**src/verilog/audio_ctrl_pkg.sv**
```systemverilog
/* Command, reply, configuration and error types and constants
   shared by the playback control path */
`default_nettype none

package audio_ctrl_pkg;

    // ========================================================================
    // Host command header
    // ========================================================================

    // Two-bit command code in the header
    typedef enum logic [1:0] {
        CMD_SETUP_OUTPUT  = 2'd0,
        CMD_SETUP_INPUT   = 2'd1,
        CMD_STREAM_OUTPUT = 2'd2,
        CMD_STOP          = 2'd3
    } cmd_e;

    // Output type field of the setup payload
    typedef enum logic [1:0] {
        IO_AES3    = 2'd0,
        IO_BNC     = 2'd1,
        IO_TOSLINK = 2'd2,
        IO_I2S     = 2'd3
    } io_type_e;

    // One host byte, read as a header or as a setup payload
    typedef union packed {
        struct packed {
            cmd_e       cmd;
            logic [5:0] len;
        } hdr;
        struct packed {
            io_type_e   io_type;
            logic       channels;
            logic [2:0] sample_rate;
            logic [1:0] bit_depth;
        } setup;
    } in_byte_u;

    // ========================================================================
    // Output configuration and replies
    // ========================================================================

    // Index into io_en
    localparam int IO_SPDIF_BIT = 0;
    localparam int IO_I2S_BIT   = 1;

    // Configuration seen by the transmitters
    typedef struct packed {
        logic [1:0] io_en;
        logic       channels;
        logic [2:0] sample_rate;
        logic [1:0] bit_depth;
    } out_cfg_t;

    // Second reply byte
    typedef enum logic [7:0] {
        ERR_NONE                  = 8'd0,
        ERR_INVALID_SETUP_PAYLOAD = 8'd1,
        ERR_INVALID_STOP_PAYLOAD  = 8'd2
    } err_code_e;

    // Stop command with one payload byte
    localparam logic [7:0] REPLY_HEADER = 8'hC1;

endpackage

`default_nettype wire

```
**src/verilog/reply_if.sv**
```systemverilog
/* Reply request link between one requester and the reply arbiter */
`timescale 1ns/1ps
`default_nettype none

interface reply_if;

    // Held by the requester until done
    logic                      req;
    audio_ctrl_pkg::err_code_e code;
    // One-cycle pulses from the arbiter
    logic                      grant;
    logic                      done;

    modport requester (
        output req,
        output code,
        input  grant,
        input  done
    );

    modport arbiter (
        input  req,
        input  code,
        output grant,
        output done
    );

endinterface

`default_nettype wire

```
**src/verilog/audio_ctrl.sv**
```systemverilog
/* Playback control top level with host FIFOs, sample sink and configuration */
`timescale 1ns/1ps
`default_nettype none

module audio_ctrl #(
    parameter int SYNC_STAGES = 2
) (
    input  logic                     clk,
    input  logic                     reset_i,
    // Input FIFO from the host
    output logic                     in_rd_en_o,
    input  logic                     in_empty_i,
    input  logic [7:0]               in_data_i,
    // Output FIFO to the host
    output logic                     out_wr_en_o,
    output logic [7:0]               out_data_o,
    input  logic                     out_full_i,
    input  logic                     out_afull_i,
    // Audio transmitter sink
    output logic                     sink_wr_en_o,
    output logic [7:0]               sink_data_o,
    input  logic                     sink_full_i,
    input  logic                     streaming_i,
    // Configuration and status
    output audio_ctrl_pkg::out_cfg_t cfg_o,
    output logic                     err_led_o
);

    logic                     take;
    logic                     byte_valid;
    audio_ctrl_pkg::in_byte_u byte_data;
    logic                     stop_req;
    logic                     stop_busy;

    // Reply requests from the two peers
    reply_if err_rep ();
    reply_if stop_rep ();

    host_reader u_host_reader (
        .clk          (clk),
        .reset_i      (reset_i),
        .in_rd_en_o   (in_rd_en_o),
        .in_empty_i   (in_empty_i),
        .in_data_i    (in_data_i),
        .take_i       (take),
        .byte_valid_o (byte_valid),
        .byte_data_o  (byte_data)
    );

    cmd_parser u_cmd_parser (
        .clk          (clk),
        .reset_i      (reset_i),
        .byte_valid_i (byte_valid),
        .byte_data_i  (byte_data),
        .take_o       (take),
        .sink_wr_en_o (sink_wr_en_o),
        .sink_data_o  (sink_data_o),
        .sink_full_i  (sink_full_i),
        .cfg_o        (cfg_o),
        .stop_req_o   (stop_req),
        .stop_busy_i  (stop_busy),
        .err_led_o    (err_led_o),
        .err          (err_rep.requester)
    );

    stop_sequencer #(
        .SYNC_STAGES (SYNC_STAGES)
    ) u_stop_sequencer (
        .clk         (clk),
        .reset_i     (reset_i),
        .stop_req_i  (stop_req),
        .streaming_i (streaming_i),
        .stop_busy_o (stop_busy),
        .rep         (stop_rep.requester)
    );

    reply_arbiter u_reply_arbiter (
        .clk         (clk),
        .reset_i     (reset_i),
        .err_rep     (err_rep.arbiter),
        .stop_rep    (stop_rep.arbiter),
        .out_wr_en_o (out_wr_en_o),
        .out_data_o  (out_data_o),
        .out_full_i  (out_full_i),
        .out_afull_i (out_afull_i)
    );

endmodule

`default_nettype wire

```
**src/verilog/cmd_parser.sv**
```systemverilog
/* Command header and payload parser with output configuration,
   sample forwarding and payload length error detection */
`timescale 1ns/1ps
`default_nettype none

module cmd_parser (
    input  logic                     clk,
    input  logic                     reset_i,
    // Host bytes
    input  logic                     byte_valid_i,
    input  audio_ctrl_pkg::in_byte_u byte_data_i,
    output logic                     take_o,
    // Sample sink
    output logic                     sink_wr_en_o,
    output logic [7:0]               sink_data_o,
    input  logic                     sink_full_i,
    // Configuration
    output audio_ctrl_pkg::out_cfg_t cfg_o,
    // Stop sequencer
    output logic                     stop_req_o,
    input  logic                     stop_busy_i,
    // Error path
    output logic                     err_led_o,
    reply_if.requester               err
);

    localparam logic ST_HEADER  = 1'b0;
    localparam logic ST_PAYLOAD = 1'b1;

    logic                      state;
    logic [5:0]                rem_len;
    audio_ctrl_pkg::cmd_e      last_cmd;
    logic                      err_req_q;
    audio_ctrl_pkg::err_code_e err_code_q;
    logic                      consume;

    assign err.req  = err_req_q;
    assign err.code = err_code_q;

    // Halted after an error, paused during a stop, or sink full while streaming
    assign take_o = !err_led_o && !stop_busy_i &&
                    !(state == ST_PAYLOAD &&
                      last_cmd == audio_ctrl_pkg::CMD_STREAM_OUTPUT && sink_full_i);
    assign consume = byte_valid_i && take_o;

    always_ff @(posedge clk or posedge reset_i) begin
        if (reset_i) begin
            state        <= ST_HEADER;
            rem_len      <= 6'd0;
            last_cmd     <= audio_ctrl_pkg::CMD_SETUP_OUTPUT;
            err_req_q    <= 1'b0;
            err_code_q   <= audio_ctrl_pkg::ERR_NONE;
            err_led_o    <= 1'b0;
            stop_req_o   <= 1'b0;
            sink_wr_en_o <= 1'b0;
            cfg_o        <= '0;
        end else begin
            stop_req_o   <= 1'b0;
            sink_wr_en_o <= 1'b0;
            // Request stays up until the arbiter has sent it
            if (err.done) begin
                err_req_q <= 1'b0;
            end

            if (consume && state == ST_HEADER) begin
                last_cmd <= byte_data_i.hdr.cmd;
                rem_len  <= byte_data_i.hdr.len;
                case (byte_data_i.hdr.cmd)
                    audio_ctrl_pkg::CMD_SETUP_OUTPUT: begin
                        if (byte_data_i.hdr.len == 6'd1) begin
                            state <= ST_PAYLOAD;
                        end else begin
                            err_req_q  <= 1'b1;
                            err_code_q <= audio_ctrl_pkg::ERR_INVALID_SETUP_PAYLOAD;
                            err_led_o  <= 1'b1;
                        end
                    end
                    audio_ctrl_pkg::CMD_STOP: begin
                        if (byte_data_i.hdr.len == 6'd0) begin
                            stop_req_o <= 1'b1;
                        end else begin
                            err_req_q  <= 1'b1;
                            err_code_q <= audio_ctrl_pkg::ERR_INVALID_STOP_PAYLOAD;
                            err_led_o  <= 1'b1;
                        end
                    end
                    // Setup input and stream output carry any length
                    default: begin
                        if (byte_data_i.hdr.len != 6'd0) begin
                            state <= ST_PAYLOAD;
                        end
                    end
                endcase
            end else if (consume) begin
                rem_len <= rem_len - 6'd1;
                if (rem_len == 6'd1) begin
                    state <= ST_HEADER;
                end
                if (last_cmd == audio_ctrl_pkg::CMD_STREAM_OUTPUT) begin
                    sink_wr_en_o <= 1'b1;
                end
                if (last_cmd == audio_ctrl_pkg::CMD_SETUP_OUTPUT) begin
                    // The three SPDIF flavours share one transmitter
                    case (byte_data_i.setup.io_type)
                        audio_ctrl_pkg::IO_AES3,
                        audio_ctrl_pkg::IO_BNC,
                        audio_ctrl_pkg::IO_TOSLINK: begin
                            cfg_o.io_en <= 2'b01 << audio_ctrl_pkg::IO_SPDIF_BIT;
                        end
                        default: begin
                            cfg_o.io_en <= 2'b01 << audio_ctrl_pkg::IO_I2S_BIT;
                        end
                    endcase
                    cfg_o.channels    <= byte_data_i.setup.channels;
                    cfg_o.sample_rate <= byte_data_i.setup.sample_rate;
                    cfg_o.bit_depth   <= byte_data_i.setup.bit_depth;
                end
            end
        end
    end

    // Sample data
    always_ff @(posedge clk) begin
        if (consume && state == ST_PAYLOAD) begin
            sink_data_o <= byte_data_i;
        end
    end

    // Sink full is sampled when the byte is taken, one cycle before the write
    assert property (@(posedge clk) disable iff (reset_i)
        sink_wr_en_o |-> !$past(sink_full_i))
        else $error("cmd_parser: sink written after full");

endmodule

`default_nettype wire

```
**src/verilog/host_reader.sv**
```systemverilog
/* Input FIFO reader with read latency tracking and a one-byte hold register */
`timescale 1ns/1ps
`default_nettype none

module host_reader (
    input  logic                     clk,
    input  logic                     reset_i,
    // Input FIFO
    output logic                     in_rd_en_o,
    input  logic                     in_empty_i,
    input  logic [7:0]               in_data_i,
    // Parser side
    input  logic                     take_i,
    output logic                     byte_valid_o,
    output audio_ctrl_pkg::in_byte_u byte_data_o
);

    // Read issued last cycle, data on in_data_i now
    logic       rd_pending;
    // Byte that arrived while the parser could not take it
    logic       held;
    logic [7:0] hold_q;

    // No new read while a byte waits in the hold register
    assign in_rd_en_o = !in_empty_i && take_i && !held;

    // Held byte goes first, otherwise the fresh FIFO output
    assign byte_valid_o = held || rd_pending;
    assign byte_data_o  = held ? hold_q : in_data_i;

    always_ff @(posedge clk or posedge reset_i) begin
        if (reset_i) begin
            rd_pending <= 1'b0;
            held       <= 1'b0;
        end else begin
            rd_pending <= in_rd_en_o;
            if (rd_pending && !take_i) begin
                // Parser stalled in the data cycle
                held <= 1'b1;
            end else if (held && take_i) begin
                held <= 1'b0;
            end
        end
    end

    // Hold data
    always_ff @(posedge clk) begin
        if (rd_pending && !take_i) begin
            hold_q <= in_data_i;
        end
    end

endmodule

`default_nettype wire

```
**src/verilog/reply_arbiter.sv**
```systemverilog
/* Fixed-priority reply arbiter and two-byte output FIFO writer */
`timescale 1ns/1ps
`default_nettype none

module reply_arbiter (
    input  logic       clk,
    input  logic       reset_i,
    reply_if.arbiter   err_rep,
    reply_if.arbiter   stop_rep,
    // Output FIFO
    output logic       out_wr_en_o,
    output logic [7:0] out_data_o,
    input  logic       out_full_i,
    input  logic       out_afull_i
);

    localparam logic [1:0] ST_IDLE  = 2'd0;
    localparam logic [1:0] ST_SEND  = 2'd1;
    localparam logic [1:0] ST_FLUSH = 2'd2;
    localparam logic [1:0] ST_DONE  = 2'd3;

    logic                      [1:0] state;
    logic                      sel_err;
    logic                      byte_idx;
    logic                      fifo_ready;
    audio_ctrl_pkg::err_code_e sel_code;

    assign fifo_ready = !out_full_i && !out_afull_i;

    // Error reply wins
    assign err_rep.grant  = (state == ST_IDLE) && err_rep.req;
    assign stop_rep.grant = (state == ST_IDLE) && stop_rep.req && !err_rep.req;

    // Done one cycle after the second byte is on the FIFO port
    assign err_rep.done  = (state == ST_DONE) && sel_err;
    assign stop_rep.done = (state == ST_DONE) && !sel_err;

    // Requester holds its code until done
    assign sel_code = sel_err ? err_rep.code : stop_rep.code;

    always_ff @(posedge clk or posedge reset_i) begin
        if (reset_i) begin
            state       <= ST_IDLE;
            sel_err     <= 1'b0;
            byte_idx    <= 1'b0;
            out_wr_en_o <= 1'b0;
        end else begin
            out_wr_en_o <= 1'b0;
            case (state)
                ST_IDLE: begin
                    if (err_rep.grant || stop_rep.grant) begin
                        sel_err  <= err_rep.grant;
                        byte_idx <= 1'b0;
                        state    <= ST_SEND;
                    end
                end
                ST_SEND: begin
                    // Wait while the host FIFO is full or nearly full
                    if (fifo_ready) begin
                        out_wr_en_o <= 1'b1;
                        byte_idx    <= 1'b1;
                        if (byte_idx) begin
                            state <= ST_FLUSH;
                        end
                    end
                end
                ST_FLUSH: begin
                    state <= ST_DONE;
                end
                default: begin
                    // Requester drops req in this cycle
                    state <= ST_IDLE;
                end
            endcase
        end
    end

    // Reply bytes, header first
    always_ff @(posedge clk) begin
        if (state == ST_SEND && fifo_ready) begin
            out_data_o <= byte_idx ? 8'(sel_code) : audio_ctrl_pkg::REPLY_HEADER;
        end
    end

    // Granted requester keeps its request up until done
    assert property (@(posedge clk) disable iff (reset_i)
        (state != ST_IDLE) |-> (sel_err ? err_rep.req : stop_rep.req))
        else $error("reply_arbiter: request dropped before done");

endmodule

`default_nettype wire

```
**src/verilog/stop_sequencer.sv**
```systemverilog
/* Streaming level synchronizer and stopped reply requester */
`timescale 1ns/1ps
`default_nettype none

module stop_sequencer #(
    parameter int SYNC_STAGES = 2
) (
    input  logic       clk,
    input  logic       reset_i,
    input  logic       stop_req_i,
    input  logic       streaming_i,
    output logic       stop_busy_o,
    reply_if.requester rep
);

    localparam int CNT_W = $clog2(SYNC_STAGES + 2);

    localparam logic [1:0] ST_IDLE     = 2'd0;
    localparam logic [1:0] ST_WAIT_END = 2'd1;
    localparam logic [1:0] ST_REQUEST  = 2'd2;

    logic [1:0]             state;
    logic [SYNC_STAGES-1:0] stream_sync;
    logic [CNT_W-1:0]       settle_cnt;

    assign rep.req     = (state == ST_REQUEST);
    assign rep.code    = audio_ctrl_pkg::ERR_NONE;
    // Busy from the request pulse itself so no byte slips past the stop
    assign stop_busy_o = (state != ST_IDLE) || stop_req_i;

    always_ff @(posedge clk or posedge reset_i) begin
        if (reset_i) begin
            state       <= ST_IDLE;
            stream_sync <= '0;
            settle_cnt  <= '0;
        end else begin
            stream_sync <= (stream_sync << 1) | SYNC_STAGES'(streaming_i);
            case (state)
                ST_IDLE: begin
                    if (stop_req_i) begin
                        // Let the last sink write reach the synchronizer output
                        settle_cnt <= CNT_W'(SYNC_STAGES + 1);
                        state      <= ST_WAIT_END;
                    end
                end
                ST_WAIT_END: begin
                    if (settle_cnt != '0) begin
                        settle_cnt <= settle_cnt - 1'b1;
                    end else if (!stream_sync[SYNC_STAGES-1]) begin
                        state <= ST_REQUEST;
                    end
                end
                default: begin
                    if (rep.done) begin
                        state <= ST_IDLE;
                    end
                end
            endcase
        end
    end

    // Parser must stay paused for the whole stop sequence
    assert property (@(posedge clk) disable iff (reset_i)
        stop_req_i |-> state == ST_IDLE)
        else $error("stop_sequencer: stop request during a stop sequence");

endmodule

`default_nettype wire
```
**config.mk**
```make
export PLATFORM = sky130hd
export DESIGN_NAME = audio_ctrl
export DESIGN_NICKNAME = d
export VERILOG_FILES = /design/src/verilog/audio_ctrl_pkg.sv /design/src/verilog/reply_if.sv /design/src/verilog/audio_ctrl.sv /design/src/verilog/cmd_parser.sv /design/src/verilog/host_reader.sv /design/src/verilog/reply_arbiter.sv /design/src/verilog/stop_sequencer.sv
export SDC_FILE = /design/constraint.sdc
export NUM_CORES = 1
export LEC_CHECK = 0
export BUFFER_PORTS_ARGS = -buffer_cell sky130_fd_sc_hd__buf_2
export CELL_PAD_IN_SITES_DETAIL_PLACEMENT = 1
export CELL_PAD_IN_SITES_GLOBAL_PLACEMENT = 1
export CORE_AREA = 2 2 74 83
export CTS_BUF_LIST = sky130_fd_sc_hd__clkbuf_4 sky130_fd_sc_hd__clkbuf_8 sky130_fd_sc_hd__clkbuf_16
export DETAILED_ROUTE_END_ITERATION = 8
export DIE_AREA = 0 0 76 85
export GPL_ROUTABILITY_DRIVEN = 0
export PLACE_DENSITY = 0.91
export SLEW_MARGIN = 20
export SYNTH_ARGS = -nofsm -noshare
export SYNTH_HDL_FRONTEND = slang
export SYNTH_SLANG_ARGS = --single-unit
```
**constraint.sdc**
```tcl
create_clock -name clk -period 5.6 [get_ports clk]
set_input_delay 0.84 -clock clk [delete_from_list [all_inputs] [get_ports clk]]
set_output_delay 0.84 -clock clk [all_outputs]
set_load 0.005 [all_outputs]
```
-- Yosys cells after proc, flatten, opt, wreduce, memory -nomap -nowiden
Cells that the tools add are included.
- muxes and demuxes: 47
- reduce and logical (&&, ||, !) cells: 56
- add/subtract/negate cells: 2
- equal/unequal tests: 23
- bitwise gates (word level): 3
- operator list (cell ; count):
    8-bit 2-to-1 mux ; 4
    1-bit 2-to-1 mux ; 23
    2-bit 2-to-1 mux ; 10
    1-bit logical AND ; 18
    8-bit case mux with 2 select lines ; 1
    2-bit nonzero test ; 8
    2-bit inequality test, second input constant ; 7
    2-bit == test, second input constant ; 6
    6-bit by 1-bit == test with 1-bit output, second input constant ; 2
    6-bit 2-to-1 mux ; 2
    3-bit AND reduction ; 4
    1-bit zero test ; 10
    2-bit zero test ; 4
    1-bit case mux with 2 select lines ; 4
    2-bit case mux with 2 select lines ; 2
    4-bit AND reduction ; 2
    2-bit by 1-bit == test with 1-bit output, second input constant ; 3
    6-bit zero test ; 1
    2-bit by 1-bit inequality test with 1-bit output, second input constant ; 3
    3-bit inequality test, second input constant ; 2
    2-bit case mux with 3 select lines ; 1
    6-bit nonzero test ; 1
    6-bit by 1-bit subtractor with 6-bit output, second input constant ; 1
    5-bit AND reduction ; 1
    other kinds (7) ; 11
- flip-flop bits (word level): 66
- input bits: 15
- word-level logic and storage cells: 156
- output and inout port bits: 28

-- Depth between registers and ports, before layout
- word-level depth: 9
- mapped depth: 7
- depth with buffers taken out: 6

-- By module
From an unflattened synthesis, not the netlist that was laid out.
- cells, all modules: 267
- area, all modules: 3015.4 sq um
- by module, submodules not included (module ; sequential area each (sq um) ; times used ; area an instance (sq um) ; cells an instance):
    cmd_parser ; 815.8 ; 1 ; 1512.7 ; 140
    reply_arbiter ; 365.4 ; 1 ; 705.7 ; 64
    host_reader ; 290.3 ; 1 ; 451.7 ; 24
    stop_sequencer ; 150.1 ; 1 ; 345.3 ; 39

-- Worst setup path after synthesis
Ideal clock, no wire load.
- kind: input port to flip-flop
- from: input in_data_i[6]
- to: register u_cmd_parser.err_code_q[1], in the netlist u_cmd_parser.err.code[1]
- required time: 5.469 ns
- buffers on the path: 0
- path slack: 3.341 ns
- stages on the path: 5
- data arrival time: 2.128 ns
- path through: mux2i_1 > ha_1 > nor4_2 > mux2i_1 > o211ai_1
- word-level cells in the longest chain between the ends: 4
- elaborated cells between the ends (all ways): 8
- ends and longest elaborated chain (item ; RTL line ; RTL):
    from (decl) ; audio_ctrl.sv:13 ; input logic [7:0] in_data_i,
    8-bit 2-to-1 mux (*) ; host_reader.sv:29 ; assign byte_data_o = held ? hold_q : in_data_i;
    2-bit == test / 2-bit zero test (equally long branches) ; cmd_parser.sv:68 ; case (byte_data_i.hdr.cmd)
    2-bit inequality test (no source line) / 2-bit nonzero test (equally long branches) ; n/a ;
    4-bit AND reduction (no source line) ; n/a ;
    to (signal assigned) ; cmd_parser.sv:52 ; err_code_q <= audio_ctrl_pkg::ERR_NONE;
    to (signal assigned) ; cmd_parser.sv:74 ; err_code_q <= audio_ctrl_pkg::ERR_INVALID_SETUP_PAYLOAD;
    to (signal assigned) ; cmd_parser.sv:83 ; err_code_q <= audio_ctrl_pkg::ERR_INVALID_STOP_PAYLOAD;
    to (decl) ; cmd_parser.sv:34 ; audio_ctrl_pkg::err_code_e err_code_q;
Every way passes the cells marked *; elsewhere a longest branch is shown, timed or not.
A chain may end at the register's enable or synchronous reset.

-- Final worst setup path
- from: register u_stop_sequencer.state[1]
- to: output in_rd_en_o
- word-level cells in the longest chain between the ends: 7
- ends and longest elaborated chain (item ; RTL line ; RTL):
    from (decl) ; stop_sequencer.sv:22 ; logic [1:0] state;
    from (signal assigned) ; stop_sequencer.sv:33 ; state <= ST_IDLE;
    from (signal assigned) ; stop_sequencer.sv:43 ; state <= ST_WAIT_END;
    from (signal assigned) ; stop_sequencer.sv:50 ; state <= ST_REQUEST;
    2-bit nonzero test ; stop_sequencer.sv:29 ; assign stop_busy_o = (state != ST_IDLE) || stop_req_i;
    1-bit logical OR ; stop_sequencer.sv:29 ;
    1-bit zero test ; cmd_parser.sv:41 ; assign take_o = !err_led_o && !stop_busy_i &&
    1-bit logical AND (2 in a row) ; cmd_parser.sv:41 ;
    1-bit logical AND (2 in a row) ; host_reader.sv:25 ; assign in_rd_en_o = !in_empty_i && take_i && !held;
    to (decl) ; audio_ctrl.sv:11 ; output logic in_rd_en_o,
Every way passes these cells.

==> impl_metrics.toml <==
[timing]
relSlewSlack = 0.476
fin_worst_skew_ps = 12.3
maxSlewViolCount = 0
period_needed_ps = 2770
max_slew.worst_pin.slew_ps = 780
hold_viol_final = 0
setup_viol = 0
rsz0062_at_grt = "false"
finalCritPeriodShare = 0.495
fmax_mhz = 361
setup_tns_ps = 0

[drt]
viasPerCell = 5.68
num_vias = 1913
drtIter0Drc = 127
ant_nets = 0
routed_wl_um = 6380
first_pass_iters = 4
post_drt_wl_per_cell_um = 18.9
route.detailed.drc = 0

[clock_network]
cts_setup_buffers = 0
cts_hold_buffers = 0
cts_buffer_depth = 2
cts.clk_slew.worst_paths_ps = 90
root_buffer = "clkbuf_8"
htreeDepth = 2
cts.sinks = 55
cts_buffers = 5
ctsResizeCount = 0
cts_tree = "done"
clk-insertion-delay-late_ps = 310

[power_and_ir_drop]
p_leak_nw = 1.28
cellPowerDensity_nw_per_um2 = 477
p_sw_w = 0.000504
swShare = 0.361
seqPwrFrac = 0.478
p_int_w = 0.000894
pwr-share-clk = 0.190
ir_drop_v = 0.000190
comb_power_share = 0.332

[worst_setup_path]
worstSetupPathType = "reg2out"
required_ps = 4760
start_kind = "flop"
worstPathMaxFanout = 8
cp-end-kind = "output port"
cp.arrival_ps = 1930

[synthesis]
yosysWarnings = 0
yosys_register_bits = 55
synthFlopType = "dfrtp_1"
synth.mux.area_fraction = 0.0889
synth_top_family_by_area = "simple AND/OR/NAND/NOR gates"
synth_compound_area_frac = 0.108
synth_xor_area_frac = 0
async_flop_share = 0.655
synthAdderAreaFrac = 0.0437
yosys.area_share.simple = 0.140
netlist_instances = 220
yosysUniqueCellTypes = 43
synth_edf_count = 19
synth.avg_cell_area_um2 = 11.7
syn-cell-area_um2 = 2580
ys_seq_area_frac = 0.571

[grt]
grt_pass1_wl_um = 10200
gr-total-overflow = 0
grt.total_usage = 0.201
grt_max_degree = 37
antenna_found_initial = 0
grt_pass1_vias = 1989

[placed_design]
place_area_um2 = 2820
portBuffers = 38
dp_hpwl_um = 4590

[final_layout]
nNetsFinal = 283
stdcell_area_um2 = 2930
layout_commonest_cell = "buf_2"
synthToLayoutAreaGrowth_pct = 13.7
n_antenna_cell = 0
layout_common_cells = "38 x buf_2, 36 x dfrtp_1, 19 x edfxtp_1"
finish.utilization = 0.521
drive_above_1_share = 0.242

[floorplan]
die-area_um2 = 6460
io_pins = 43
die_h_um = 85
placementRows = 29
initial_core_util = 0.458
fp.coreArea_um2 = 5620
fp.dieW_um = 76

[job]
maxCapViolCount = 0

[outcome]
status = "finished, final reports clean"

[min_path]
hp-class = "reg2reg"
-- registers in the layout, summed over array words and instances, names as in the netlist, 2 cells and up --
name                          flops
u_cmd_parser.last_cmd             2
u_reply_arbiter.out_data_o        3
u_cmd_parser.sink_data_o          8
u_host_reader.hold_q              8
u_cmd_parser.cfg_o                8
u_cmd_parser.rem_len              6
u_reply_arbiter.state             2
u_cmd_parser.err.code             2
u_stop_sequencer.settle_cnt       2
u_stop_sequencer.stream_sync      2
u_stop_sequencer.state            2
-- Yosys cell counts (3+ instances only) --
| master | count | area, um^2 |
|---|---|---|
| a21oi_1 | 14 | 70.1 |
| a2bb2oi_1 | 4 | 35.0 |
| and2_1 | 3 | 18.8 |
| and3_1 | 5 | 31.3 |
| buf_4 | 5 | 37.5 |
| clkbuf_1 | 3 | 11.3 |
| dfrtp_1 | 36 | 901 |
| edfxtp_1 | 19 | 571 |
| ha_1 | 9 | 113 |
| inv_1 | 14 | 52.6 |
| mux2_2 | 7 | 78.8 |
| mux2_4 | 6 | 90.1 |
| mux2i_1 | 6 | 60.1 |
| nand2_1 | 13 | 48.8 |
| nand2b_1 | 4 | 25.0 |
| nand3_1 | 3 | 15.0 |
| nor2_1 | 14 | 52.6 |
| nor3_1 | 5 | 25.0 |
| nor4_1 | 4 | 25.0 |
| o211ai_1 | 3 | 22.5 |
| o21ai_0 | 14 | 70.1 |
-- metal layers --
layer  wire length, um  up-vias  GRT usage  share of wire
li1                  -      864          -              -
met1              2600      984      0.233           0.41
met2              3410       50      0.371           0.54
met3               197       15     0.0298          0.031
met4               166        0     0.0893          0.026
met5                 0        -          0              0
-- worst paths after layout --
check,slack (ps),to,cells after the start,from
max,2830,in_rd_en_o,4,u_stop_sequencer.state[1]$_DFFE_PP0P_
min reg2reg,360,u_stop_sequencer.stream_sync[1]$_DFF_PP0_,0,u_stop_sequencer.stream_sync[0]$_DFF_PP0_
max in group asynchronous,4630,u_host_reader.rd_pending$_DFF_PP0_,3,reset_i
min in group asynchronous,630,u_reply_arbiter.state[0]$_DFFE_PP0P_,3,reset_i
max reg2reg,2870,u_cmd_parser.err.code[1]$_DFFE_PP0P_,5,u_host_reader.held$_DFFE_PP0P_
min,360,u_stop_sequencer.stream_sync[1]$_DFF_PP0_,0,u_stop_sequencer.stream_sync[0]$_DFF_PP0_
-- worst max-delay path: stages, from the launching register on --
cell	delay, ps
dfrtp_1	470
nor4_1	580
nand2_1	220
nor3_1	210
buf_2	160
-- cells by family (layout without fill, tap and decap cells) --
group,after synthesis,count (layout)
AND/OR/NAND/NOR,66,66
flip-flops,55,55
buffers and inverters,25,62
AO/OA/AOI/OAI,45,45
other,1,4
multiplexers,19,19
adder cells (fa/ha/maj),9,9
-- power groups by stage --
stage	logic [W]	clock network, W	registers (W)
2_1_floorplan	0.000346	0	0.000618
3_3_place_gp	0.000422	0	0.000657
3_5_place_dp	0.000461	0	0.000671
4_1_cts	0.000466	0.000271	0.000666
5_1_grt	0.000517	0.000285	0.000684
6_report	0.000463	0.000266	0.000668
-- per-stage QoR --
step | instances | total power [W] | setup slack (ps) | hold slack [ps]
global placement | 329 | 0.00108 | 3090 | 336
global route | 337 | 0.00149 | 2670 | 371
detailed placement | 329 | 0.00113 | 2830 | 345
CTS | 337 | 0.00140 | 2870 | 366
finish | 337 | 0.00140 | 2830 | 364
floorplan | 223 | 0.000964 | 3340 | 331
-- final cells by class --
class                   count  area (um^2)
clock inverters             2         37.5
repair buffers             39          198
fillers                   620         2690
inverters                  15         56.3
clock buffers               6         76.3
multi-input cells         143          995
well taps                  77         96.3
flip-flops and latches     55         1470
No activity file was read; power rests on OpenSTA's default activity.
